--- src/exec_pkg.sv ---
// exec_pkg
// widths, uop codes and message formats shared by the decode and
// execute stages

package exec_pkg;

  // pc and operand widths
  localparam int addr_bits = 32;
  localparam int data_bits = 32;

  //--------------------------------------------------------------------------
  // micro-op codes
  //--------------------------------------------------------------------------

  // alu ops first, then control ops
  typedef enum logic [3:0] {
    add    = 4'd0,
    sub    = 4'd1,
    and_op = 4'd2,
    or_op  = 4'd3,
    xor_op = 4'd4,
    sll    = 4'd5,
    srl    = 4'd6,
    slt    = 4'd7,
    beq    = 4'd8,
    bne    = 4'd9,
    jal    = 4'd10
  } rv_uop;

  //--------------------------------------------------------------------------
  // stage messages
  //--------------------------------------------------------------------------

  // decoded op handed from decode to execute
  typedef struct packed {
    logic [addr_bits-1:0] pc;
    logic [data_bits-1:0] op1;
    logic [data_bits-1:0] op2;
    logic [data_bits-1:0] imm;
    logic           [4:0] waddr;
    rv_uop                uop;
  } d_x_msg;

  // result leaving execute toward writeback
  typedef struct packed {
    logic [addr_bits-1:0] pc;
    logic           [4:0] waddr;
    logic [data_bits-1:0] wdata;
  } x_w_msg;

endpackage

--- src/d_x_intf.sv ---
// d_x_intf
// decode-to-execute link with a valid/ready op stream forward and the
// branch squash and target coming back

`timescale 1ns/1ns

interface d_x_intf;

  // forward op stream, decode drives val and msg
  logic              val;
  logic              rdy;
  exec_pkg::d_x_msg  msg;

  // backward redirect from execute
  // squash is a single-cycle pulse
  logic                           squash;
  logic [exec_pkg::addr_bits-1:0] branch_target;

  // decode side of the link
  modport d_side (
    output val,
    output msg,
    input  rdy,
    input  squash,
    input  branch_target
  );

  // execute side of the link
  modport x_side (
    input  val,
    input  msg,
    output rdy,
    output squash,
    output branch_target
  );

endinterface

--- src/msg_fifo.sv ---
// msg_fifo
// valid/ready circular queue for any packed payload
// flush empties it in one cycle and wins over a same-cycle enqueue

`timescale 1ns/1ns

module msg_fifo #(
  parameter int  p_depth = 2,
  parameter type t_msg   = logic [31:0]
) (
  input  logic clk,
  input  logic reset,
  input  logic flush,

  input  logic enq_val,
  output logic enq_rdy,
  input  t_msg enq_msg,

  output logic deq_val,
  input  logic deq_rdy,
  output t_msg deq_msg
);

  // pointer needs at least one bit even for a single entry
  localparam int ptr_bits = (p_depth > 1) ? $clog2(p_depth) : 1;
  localparam int cnt_bits = $clog2(p_depth + 1);

  t_msg                entries [p_depth];
  logic [ptr_bits-1:0] head;
  logic [ptr_bits-1:0] tail;
  logic [cnt_bits-1:0] count;
  logic                live;
  logic                do_enq;
  logic                do_deq;

  // wrap at the last slot
  function automatic logic [ptr_bits-1:0] next_ptr(input logic [ptr_bits-1:0] ptr);
    logic [ptr_bits-1:0] nxt;
    if (ptr == ptr_bits'(p_depth - 1)) begin
      nxt = '0;
    end else begin
      nxt = ptr + 1'b1;
    end
    return nxt;
  endfunction

  // live rises one cycle after reset drops
  always_ff @(posedge clk) begin
    if (reset) begin
      live <= 1'b0;
    end else begin
      live <= 1'b1;
    end
  end

  assign enq_rdy = live && (count != cnt_bits'(p_depth));
  assign deq_val = (count != '0);
  assign deq_msg = entries[head];
  assign do_enq  = enq_val & enq_rdy;
  assign do_deq  = deq_val & deq_rdy;

  // payload storage
  always_ff @(posedge clk) begin
    if (do_enq) begin
      entries[tail] <= enq_msg;
    end
  end

  // pointers and occupancy, flush drops everything
  always_ff @(posedge clk) begin
    if (reset || flush) begin
      head  <= '0;
      tail  <= '0;
      count <= '0;
    end else begin
      if (do_enq) begin
        tail <= next_ptr(tail);
      end
      if (do_deq) begin
        head <= next_ptr(head);
      end
      case ({do_enq, do_deq})
        2'b10:   count <= count + 1'b1;
        2'b01:   count <= count - 1'b1;
        default: count <= count;
      endcase
    end
  end

endmodule

--- src/decode_issue.sv ---
// decode_issue
// queues decoded ops ahead of execute and presents them on d_x_intf
// a squash from execute flushes every op still waiting

`timescale 1ns/1ns

module decode_issue #(
  parameter int p_issue_depth = 4
) (
  input  logic             clk,
  input  logic             reset,

  // decoded op stream from the front end
  input  logic             in_val,
  output logic             in_rdy,
  input  exec_pkg::d_x_msg in_msg,

  d_x_intf.d_side          dx
);

  logic q_enq_rdy;
  logic q_enq_val;

  //--------------------------------------------------------------------------
  // input side
  //--------------------------------------------------------------------------

  // hold off new ops during the squash cycle
  // otherwise an accepted op would vanish in the flush
  assign in_rdy    = q_enq_rdy & ~dx.squash;
  assign q_enq_val = in_val & ~dx.squash;

  //--------------------------------------------------------------------------
  // issue queue
  //--------------------------------------------------------------------------

  // everything queued is younger than the branch, so squash clears it all
  // wrong-path ops already handed over are dropped inside execute
  msg_fifo #(
    .p_depth (p_issue_depth),
    .t_msg   (exec_pkg::d_x_msg)
  ) issue_q (
    .clk     (clk),
    .reset   (reset),
    .flush   (dx.squash),

    .enq_val (q_enq_val),
    .enq_rdy (q_enq_rdy),
    .enq_msg (in_msg),

    // head of queue drives the link directly
    .deq_val (dx.val),
    .deq_rdy (dx.rdy),
    .deq_msg (dx.msg)
  );

endmodule

--- src/execute_unit.sv ---
// execute_unit
// alu and branch resolution for ops from d_x_intf
// taken branches squash decode and skip wrong-path ops until the target

`timescale 1ns/1ns

module execute_unit #(
  parameter int p_wb_depth = 2
) (
  input  logic                           clk,
  input  logic                           reset,

  d_x_intf.x_side                        dx,

  // result stream
  output logic                           wb_val,
  input  logic                           wb_rdy,
  output exec_pkg::x_w_msg               wb_msg,

  // redirect pulse toward fetch
  output logic                           redirect_val,
  output logic [exec_pkg::addr_bits-1:0] redirect_pc
);

  exec_pkg::d_x_msg               op;
  logic                           accept;
  logic                           exec_op;
  logic                           writes;
  logic                           taken;
  logic [exec_pkg::data_bits-1:0] result;
  logic [exec_pkg::addr_bits-1:0] target;
  logic                           skip;
  logic                           squash_q;
  logic [exec_pkg::addr_bits-1:0] target_q;
  logic                           wb_enq_val;
  logic                           wb_enq_rdy;
  exec_pkg::x_w_msg               wb_enq_msg;

  assign op = dx.msg;

  // stall while squash is out so redirects never come back to back
  assign dx.rdy  = wb_enq_rdy & ~squash_q;
  assign accept  = dx.val & dx.rdy;
  // in skip mode only the target pc gets through
  assign exec_op = accept & (~skip | (op.pc == target_q));

  //--------------------------------------------------------------------------
  // alu and branch compare
  //--------------------------------------------------------------------------

  always_comb begin
    result = '0;
    writes = 1'b1;
    taken  = 1'b0;
    target = op.pc + op.imm;
    case (op.uop)
      exec_pkg::add:    result = op.op1 + op.op2;
      exec_pkg::sub:    result = op.op1 - op.op2;
      exec_pkg::and_op: result = op.op1 & op.op2;
      exec_pkg::or_op:  result = op.op1 | op.op2;
      exec_pkg::xor_op: result = op.op1 ^ op.op2;
      // shift amount from low 5 bits only
      exec_pkg::sll:    result = op.op1 << op.op2[4:0];
      exec_pkg::srl:    result = op.op1 >> op.op2[4:0];
      exec_pkg::slt:    result[0] = $signed(op.op1) < $signed(op.op2);
      exec_pkg::beq: begin
        writes = 1'b0;
        taken  = (op.op1 == op.op2);
      end
      exec_pkg::bne: begin
        writes = 1'b0;
        taken  = (op.op1 != op.op2);
      end
      // link value is pc+4, target comes in op1
      exec_pkg::jal: begin
        result = op.pc + 32'd4;
        taken  = 1'b1;
        target = op.op1;
      end
      default:          writes = 1'b0;
    endcase
  end

  //--------------------------------------------------------------------------
  // redirect and wrong-path skip
  //--------------------------------------------------------------------------

  always_ff @(posedge clk) begin
    if (reset) begin
      skip     <= 1'b0;
      squash_q <= 1'b0;
    end else begin
      squash_q <= exec_op & taken;
      if (exec_op & taken) begin
        skip <= 1'b1;
      end else if (exec_op) begin
        // target reached or no skip pending
        skip <= 1'b0;
      end
    end
  end

  // target doubles as redirect pc and skip match
  always_ff @(posedge clk) begin
    if (exec_op & taken) begin
      target_q <= target;
    end
  end

  assign dx.squash        = squash_q;
  assign dx.branch_target = target_q;
  assign redirect_val     = squash_q;
  assign redirect_pc      = target_q;

  //--------------------------------------------------------------------------
  // writeback queue
  //--------------------------------------------------------------------------

  assign wb_enq_val       = exec_op & writes;
  assign wb_enq_msg.pc    = op.pc;
  assign wb_enq_msg.waddr = op.waddr;
  assign wb_enq_msg.wdata = result;

  // results are committed once queued, nothing to flush here
  msg_fifo #(
    .p_depth (p_wb_depth),
    .t_msg   (exec_pkg::x_w_msg)
  ) wb_q (
    .clk     (clk),
    .reset   (reset),
    .flush   (1'b0),
    .enq_val (wb_enq_val),
    .enq_rdy (wb_enq_rdy),
    .enq_msg (wb_enq_msg),
    .deq_val (wb_val),
    .deq_rdy (wb_rdy),
    .deq_msg (wb_msg)
  );

endmodule

--- src/exec_top.sv ---
// exec_top
// decode-to-execute slice of the core, decode_issue feeding
// execute_unit over d_x_intf with plain ports outside

`timescale 1ns/1ns

module exec_top #(
  parameter int p_issue_depth = 4,
  parameter int p_wb_depth    = 2
) (
  input  logic                           clk,
  input  logic                           reset,

  // decoded ops in
  input  logic                           in_val,
  output logic                           in_rdy,
  input  logic [exec_pkg::addr_bits-1:0] in_pc,
  input  logic [exec_pkg::data_bits-1:0] in_op1,
  input  logic [exec_pkg::data_bits-1:0] in_op2,
  input  logic [exec_pkg::data_bits-1:0] in_imm,
  input  logic                     [4:0] in_waddr,
  input  exec_pkg::rv_uop                in_uop,

  // results out
  output logic                           wb_val,
  input  logic                           wb_rdy,
  output logic [exec_pkg::addr_bits-1:0] wb_pc,
  output logic                     [4:0] wb_waddr,
  output logic [exec_pkg::data_bits-1:0] wb_wdata,

  // branch redirect, same pulse as squash
  output logic                           redirect_val,
  output logic [exec_pkg::addr_bits-1:0] redirect_pc
);

  exec_pkg::d_x_msg in_msg;
  exec_pkg::x_w_msg wb_msg;

  d_x_intf dx ();

  // pack input fields
  assign in_msg.pc    = in_pc;
  assign in_msg.op1   = in_op1;
  assign in_msg.op2   = in_op2;
  assign in_msg.imm   = in_imm;
  assign in_msg.waddr = in_waddr;
  assign in_msg.uop   = in_uop;

  decode_issue #(
    .p_issue_depth (p_issue_depth)
  ) decode_issue_inst (
    .clk    (clk),
    .reset  (reset),
    .in_val (in_val),
    .in_rdy (in_rdy),
    .in_msg (in_msg),
    .dx     (dx.d_side)
  );

  execute_unit #(
    .p_wb_depth (p_wb_depth)
  ) execute_unit_inst (
    .clk          (clk),
    .reset        (reset),
    .dx           (dx.x_side),
    .wb_val       (wb_val),
    .wb_rdy       (wb_rdy),
    .wb_msg       (wb_msg),
    .redirect_val (redirect_val),
    .redirect_pc  (redirect_pc)
  );

  // unpack result fields
  assign wb_pc    = wb_msg.pc;
  assign wb_waddr = wb_msg.waddr;
  assign wb_wdata = wb_msg.wdata;

endmodule

--- config.mk ---
export PLATFORM = sky130hd
export DESIGN_NAME = exec_top
export DESIGN_NICKNAME = d
export VERILOG_FILES = /design/src/exec_pkg.sv /design/src/d_x_intf.sv /design/src/msg_fifo.sv /design/src/decode_issue.sv /design/src/execute_unit.sv /design/src/exec_top.sv
export SDC_FILE = /design/constraint.sdc
export NUM_CORES = 1
export LEC_CHECK = 0
export BUFFER_PORTS_ARGS = -buffer_cell sky130_fd_sc_hd__clkbuf_2
export CELL_PAD_IN_SITES_DETAIL_PLACEMENT = 0
export CELL_PAD_IN_SITES_GLOBAL_PLACEMENT = 1
export CORE_ASPECT_RATIO = 0.5
export CORE_MARGIN = 2
export CORE_UTILIZATION = 25
export DETAILED_ROUTE_END_ITERATION = 8
export PLACE_DENSITY = 0.43
export SLEW_MARGIN = 25
export SYNTH_ARGS = -nofsm -noshare
export SYNTH_HDL_FRONTEND = slang
export SYNTH_HIERARCHICAL = 1
export SYNTH_SLANG_ARGS = --single-unit
--- constraint.sdc ---
create_clock -name clk -period 8.01 [get_ports clk]
set_clock_uncertainty 0.15 [all_clocks]
set_input_delay 1.2015 -clock clk [delete_from_list [all_inputs] [get_ports clk]]
set_output_delay 1.2015 -clock clk [all_outputs]
set_load 0.02 [all_outputs]
## Yosys cells after proc, flatten, opt, wreduce, memory -nomap -nowiden

Memories as Yosys holds them, arrays and structs flattened. A register that Yosys moved wholly into a read port is not among the register bits.
Index checks and enable logic that the tools add are counted.

| storage, ports and cells | value |
|---|---|
| register bits | 46 |
| RAM bits | 686 |
| output and inout bits | 104 |
| word-level logic and storage cells | 96 |
| memories kept | 2 |

| cells by class | value |
|---|---|
| add/sub/neg operators | 12 |
| $lt $le $gt $ge | 1 |
| eq/ne operators | 21 |
| shift-type cells | 2 |
| muxes and demuxes | 22 |
| bitwise operators | 16 |
| reduce and logical (&&, ||, !) cells | 10 |

Memory list:

| memory | words | width | read ports | clocked after Yosys merged registers in | write ports | line | source |
|---|---|---|---|---|---|---|---|
| decode_issue_inst.issue_q.entries | 4 | 137 | 1 | 1 | 1 | msg_fifo.sv:28 | `t_msg entries [p_depth];` |
| execute_unit_inst.wb_q.entries | 2 | 69 | 1 | 1 | 1 | msg_fifo.sv:28 |  |

Operator list:

| kind | number |
|---|---|
| case mux 31 bit (8 select lines) | 1 |
| adder 32 bit | 2 |
| == test 32 bit | 2 |
| adder 32 x 3 -> 32 bit (second input constant) | 1 |
| bitwise AND 32 bit | 1 |
| less-than comparator 32 bit | 1 |
| two-way mux 32 bit | 1 |
| inequality test 32 bit | 1 |
| bitwise OR 32 bit | 1 |
| << shifter 32 x 5 -> 32 bit | 1 |
| >> shifter 32 x 5 -> 32 bit | 1 |
| subtractor 32 bit | 1 |
| bitwise XOR 32 bit | 1 |
| == test 4 x 3 -> 1 bit (second input constant) | 4 |
| == test 4 bit (second input constant) | 3 |
| two-way mux 1 bit | 12 |
| bitwise AND 1 bit | 10 |
| case mux 1 bit (9 select lines) | 1 |
| OR reduction 9 bit | 1 |
| == test 2 bit (second input constant) | 4 |
| == test 4 x 2 -> 1 bit (second input constant) | 2 |
| two-way mux 2 bit | 4 |
| nonzero test 2 bit | 4 |
| adder 2 x 1 -> 2 bit (second input constant) | 3 |
| other kinds (17) | 21 |

## Logic depth before layout (Yosys ltp)

| logic depth | value |
|---|---|
| depth in word-level cells | 9 |
| depth in mapped cells | 19 |
| depth with buffers taken out | 14 |

## Cells and area by module

Netlist, hierarchy kept.

By module, submodules not included:

| module | instances | cells each | area each (µm²) | sequential area each (µm²) |
|---|---|---|---|---|
| msg_fifo at decode_issue_inst.issue_q | 1 | 774 | 20259.4 | 16656.0 |
| execute_unit | 1 | 1805 | 12766.0 | 1001.0 |
| msg_fifo at execute_unit_inst.wb_q | 1 | 244 | 5235.0 | 4264.1 |
| decode_issue | 1 | 2 | 12.5 | 0.0 |

## Least setup slack after synthesis

OpenSTA, ideal clock, no wires.

| timing path | value |
|---|---|
| path kind | flip-flop to flip-flop |
| start | register (tool-made name) |
| end | register execute_unit_inst.target_q, in the netlist execute_unit_inst/dx.branch_target[0], enable pin |
| setup time | 463 ps |
| arrival time | 6066 ps |
| setup slack | 1331 ps |
| cell stages (with the launch flop) | 16 |
| buffers on the path | 7 |
| cells stage by stage | dfxtp_1 buf_2 buf_4 mux4_2 clkbuf_1 inv_2 buf_2 buf_1 buf_1 ha_1 buf_2 nor4_1 and4_1 a41oi_1 xor2_1 nor3_1 |

RTL lines:

| item | line | source |
|---|---|---|
| to (signal assigned) | execute_unit.sv:106 | `target_q <= target;` |
| to (decl) | execute_unit.sv:34 | `logic [exec_pkg::addr_bits-1:0] target_q;` |

==> metrics.md <==
| Metric | Value |
|---|---|
| Flop and latch count out of synthesis | 736 |
| CP Launch Type | flop |
| Max-cap violation count | 0 |
| Peak VDD IR | roughly 160 uV |
| Final core utilization | between 20% and 30% |
| H-tree depth | 3 |
| Final Hold Viols | 0 |
| Crit path cell chain | mux4_4 > ha_1 > fa_1 > a211oi_1 > o21bai_1 > a211oi_1 > a21oi_1 > buf_4 > o21ai_1 > o21ai_0 > a21oi_1 > mux2i_1 > o221ai_1 |
| Yosys warning count | 6 |
| Max Clk Rate | 0.168 GHz |
| Synthesized area per cell | 13.5 um2 |
| CP Buf/Inv Count | 1 |
| Fill cells | 15600 |
| N_diodes | 0 |
| WL final | around 150000 um |
| Leakage | 15.1 nW |
| Post-Synth Adder-Cell Area | 4.92% |
| Post-synthesis xor/xnor area fraction | 2.29% |
| Type of the most critical hold path | flop to flop |
| Largest net degree at the start of global routing | 80 |
| Die Ht | 281 um |
| Outcome | finished, final reports clean |
| Post_cts resized | 0 |
| Top-area cell type share of the netlist area | 56.3% |
| IO Pins | ~250 |
| Yosys top cell by area | edfxtp_1 |
| # port buffers | about 240 |
| Setup crit end kind | flop |
| Post-CTS Setup Bufs | 0 |
| GP Congestion | between 0.9 and 1 |
| Hold WS | 0.337 ns |
| DP HPWL | 109000 um |
| Power density cells | 342 nW/um2 |
| Die footprint | 156000 um2 |
| Slew headroom | 26.0% |
| Slew Limit Fails | 0 |
| Post-DRT Antenna Nets | 0 |
| # hold bufs at CTS | 0 |
| TNS Setup | 0 ns |
| Vias per cell | roughly 5.0 |
| Async set-reset flop share out of synthesis | 0% |
| Worst endpoint required time | 8.25 ns |
| Starting density of the core | 25.2% |
| Worst Path Arrival | 6.18 ns |
| Overall Power | between 15 and 20 mW |
| Placed Instance Area | 41700 um2 |
| Min Tclk post-route | 5.94 ns |
| Die W | around 560 um |
| Largest cells by area after synthesis | edfxtp_1 56%, mux4_2 9.5%, ha_1 4.7% |
| Post-Synth Simple-Gate Area | under 10% |
| Max incr delay on CP | 1.00 ns |
| Crit path max-delay cell type | mux4_4 |
| Synth Area in Compound Gates | approximately 11% |
| Clk buf depth | 3 |
| Clock transition at path regs | 0.06 ns |
| Initial DRC count | 2340 |
| Top_reg_cell synth | edfxtp_1 |
| Num CTS Buffers | 75 |
| Final Cycle Share | approximately 74% |
| Final setup vio count | 0 |
| Fraction of the yosys area taken by sequential cells | 57.3% |
| RSZ-0062 raised after global routing | false |
| Share of layout cells above drive strength 1 | between 20% and 30% |
| FP Rows | 101 |
| Vias in the first global route | 25800 |
| Post-synthesis mux area share | 13.3% |
| Crit Path Max Fanout | 37 |
| Routed length per instance | 28.6 um |
| Mapped Area | 38300 um2 |
| WS Path Type | flop to flop |
| Remaining DRCs | 0 |
| First-pass GRT wire length | ~210000 um |
| Initial antenna violation count | 18 |
| Post-synthesis cell type count | 99 |
| Clk sinks | 736 |
| CTS tree | done |
| Root Buffer | clkbuf_16 |
| Clock latency at the later pin of the worst-skew pair | about 0.70 ns |
| Congestion Overflow GR | 0 |
| CORE AREA | 152000 um2 |
| Layout net count | around 3300 |
| Crit path max-delay family | compound AO/OA/AOI/OAI gates |
| DRT Pass-1 Iters | 6 |
| EDFF count, synth | 718 |
| Post-Layout Inst Area | between 40000 and 50000 um2 |
| Largest family of logic cells by synthesized area | multiplexers |
| Cells after synthesis | 2825 |
| Synth-to-Final Area Change | 15.7% |
| Via Count | 25600 |
| Tot GR Track Use | 18.5% |
| Worst Max-Slew Pin Slew | approximately 1.1 ns |
-- logic make-up after synthesis --
| family | after synthesis |
|---|---|
| buffers and inverters | 301 |
| other | 1 |
| and+or+nand+nor | 614 |
| xor gates and xnor gates | 100 |
| AOI/OAI and AO/OA | 629 |
| DFF | 736 |
| muxes | 296 |
| adders and majority gates | 148 |
-- per-stage QoR --
| step | std cells | setup slack (ns) |
|---|---|---|
| after CTS | 5142 | 2.15 |
| after global placement | 5004 | 1.81 |
| after global routing | 5142 | 1.80 |
| after detailed placement | 5004 | 2.17 |
| final | 5142 | 2.07 |
| after floorplan | 2827 | 1.33 |
-- worst reg2reg max path, cell delays in order, from the launching register on --
cell and delay (ns):
dfxtp_4 0.81, mux4_4 1.11, ha_1 0.39, fa_1 0.44, a211oi_1 0.38, o21bai_1 0.18, a211oi_1 0.49, a21oi_1 0.18
buf_4 0.20, o21ai_1 0.40, o21ai_0 0.29, a21oi_1 0.24, mux2i_1 0.22, o221ai_1 0.17
-- final cells by class --
cell class / instances / area, um2 / share of cell area, %
flip-flops and latches: 736 / 21900 / 49.5
multi-input cells: 1790 / 15000 / 33.9
well taps: 2060 / 2580 / 5.82
clock buffers: 80 / 1900 / 4.28
repair buffers: 301 / 1720 / 3.87
clock inverters: 58 / 707 / 1.60
inverters: 117 / 439 / 0.992
-- synthesized netlist by cell type, drive strengths merged (26+ instances only) --
master and number:
nand3 37, nand2 165, mux4 162, nor2b 28, o21ai 142, a211oi 35, xnor2 41, a21o 33
buf 117, edfxtp 718, nor2 200, inv 116, nor3 42, ha 144, mux2 85, a221oi 30
mux2i 49, xor2 59, o22ai 26, clkbuf 67, a21oi 173
-- per-layer routing --
layer	part of all wire (%)	vias to the layer above	global-route usage (%)
met2	46	699	29.7
li1	-	11300	-
met1	47	13400	26.1
met3	4.9	182	3.13
met4	2.2	16	4.26
met5	0.058	-	0
-- state kept, by name, indices dropped and copies added, names as in the netlist, named ones only --
| name | cells |
|---|---|
| decode_issue_inst/issue_q/entries | 548 |
| execute_unit_inst/wb_q/entries | 138 |
| execute_unit_inst/dx.branch_target | 32 |
| decode_issue_inst/issue_q/count | 3 |
| decode_issue_inst/issue_q/head | 2 |
| decode_issue_inst/issue_q/tail | 2 |
| execute_unit_inst/wb_q/count | 2 |
| decode_issue_inst/issue_q/live | 1 |
| execute_unit_inst/dx.squash | 1 |
| execute_unit_inst/skip | 1 |
| execute_unit_inst/wb_q/head | 1 |
| execute_unit_inst/wb_q/live | 1 |
| execute_unit_inst/wb_q/tail | 1 |
-- placed cells by master, fill, tap and decap left out, drive strengths merged, types with 13 or more instances in the layout --
cell type and n:
o211ai 23, a31oi 17, nor4 23, a21o 33, a21oi 173, xor2 59, o22ai 26, and3 16
nand2 165, mux2i 49, dfxtp 18, nor3 42, nand3 37, mux2 85, edfxtp 718, ha 144
o31ai 14, o21ai 142, clkinv 38, mux4 162, nor2 200, nand2b 22, o221ai 13, nor2b 28
a221oi 30, buf 57, xnor2 41, clkbuf 324, a211oi 35, and2 16, inv 120, nand4 18
-- worst paths after layout --
check / startpoint / to / slack [ns] / cells after the start
max reg2reg: flop / execute_unit_inst/wb_q/entries[0][28] / 2.07 / 13
max: flop / execute_unit_inst/wb_q/entries[0][28] / 2.07 / 13
min: decode_issue_inst/issue_q/head[0] / flop / 0.34 / 2
min reg2reg: decode_issue_inst/issue_q/head[0] / flop / 0.34 / 2
-- where the power goes --
part	internal (mW)	switching (mW)	leakage (nW)
Sequential	4.61	0.114	6.66
Combinational	2.21	4.50	7.19
Clock	2.11	1.61	1.26
No activity file was read; power rests on OpenSTA's default activity.
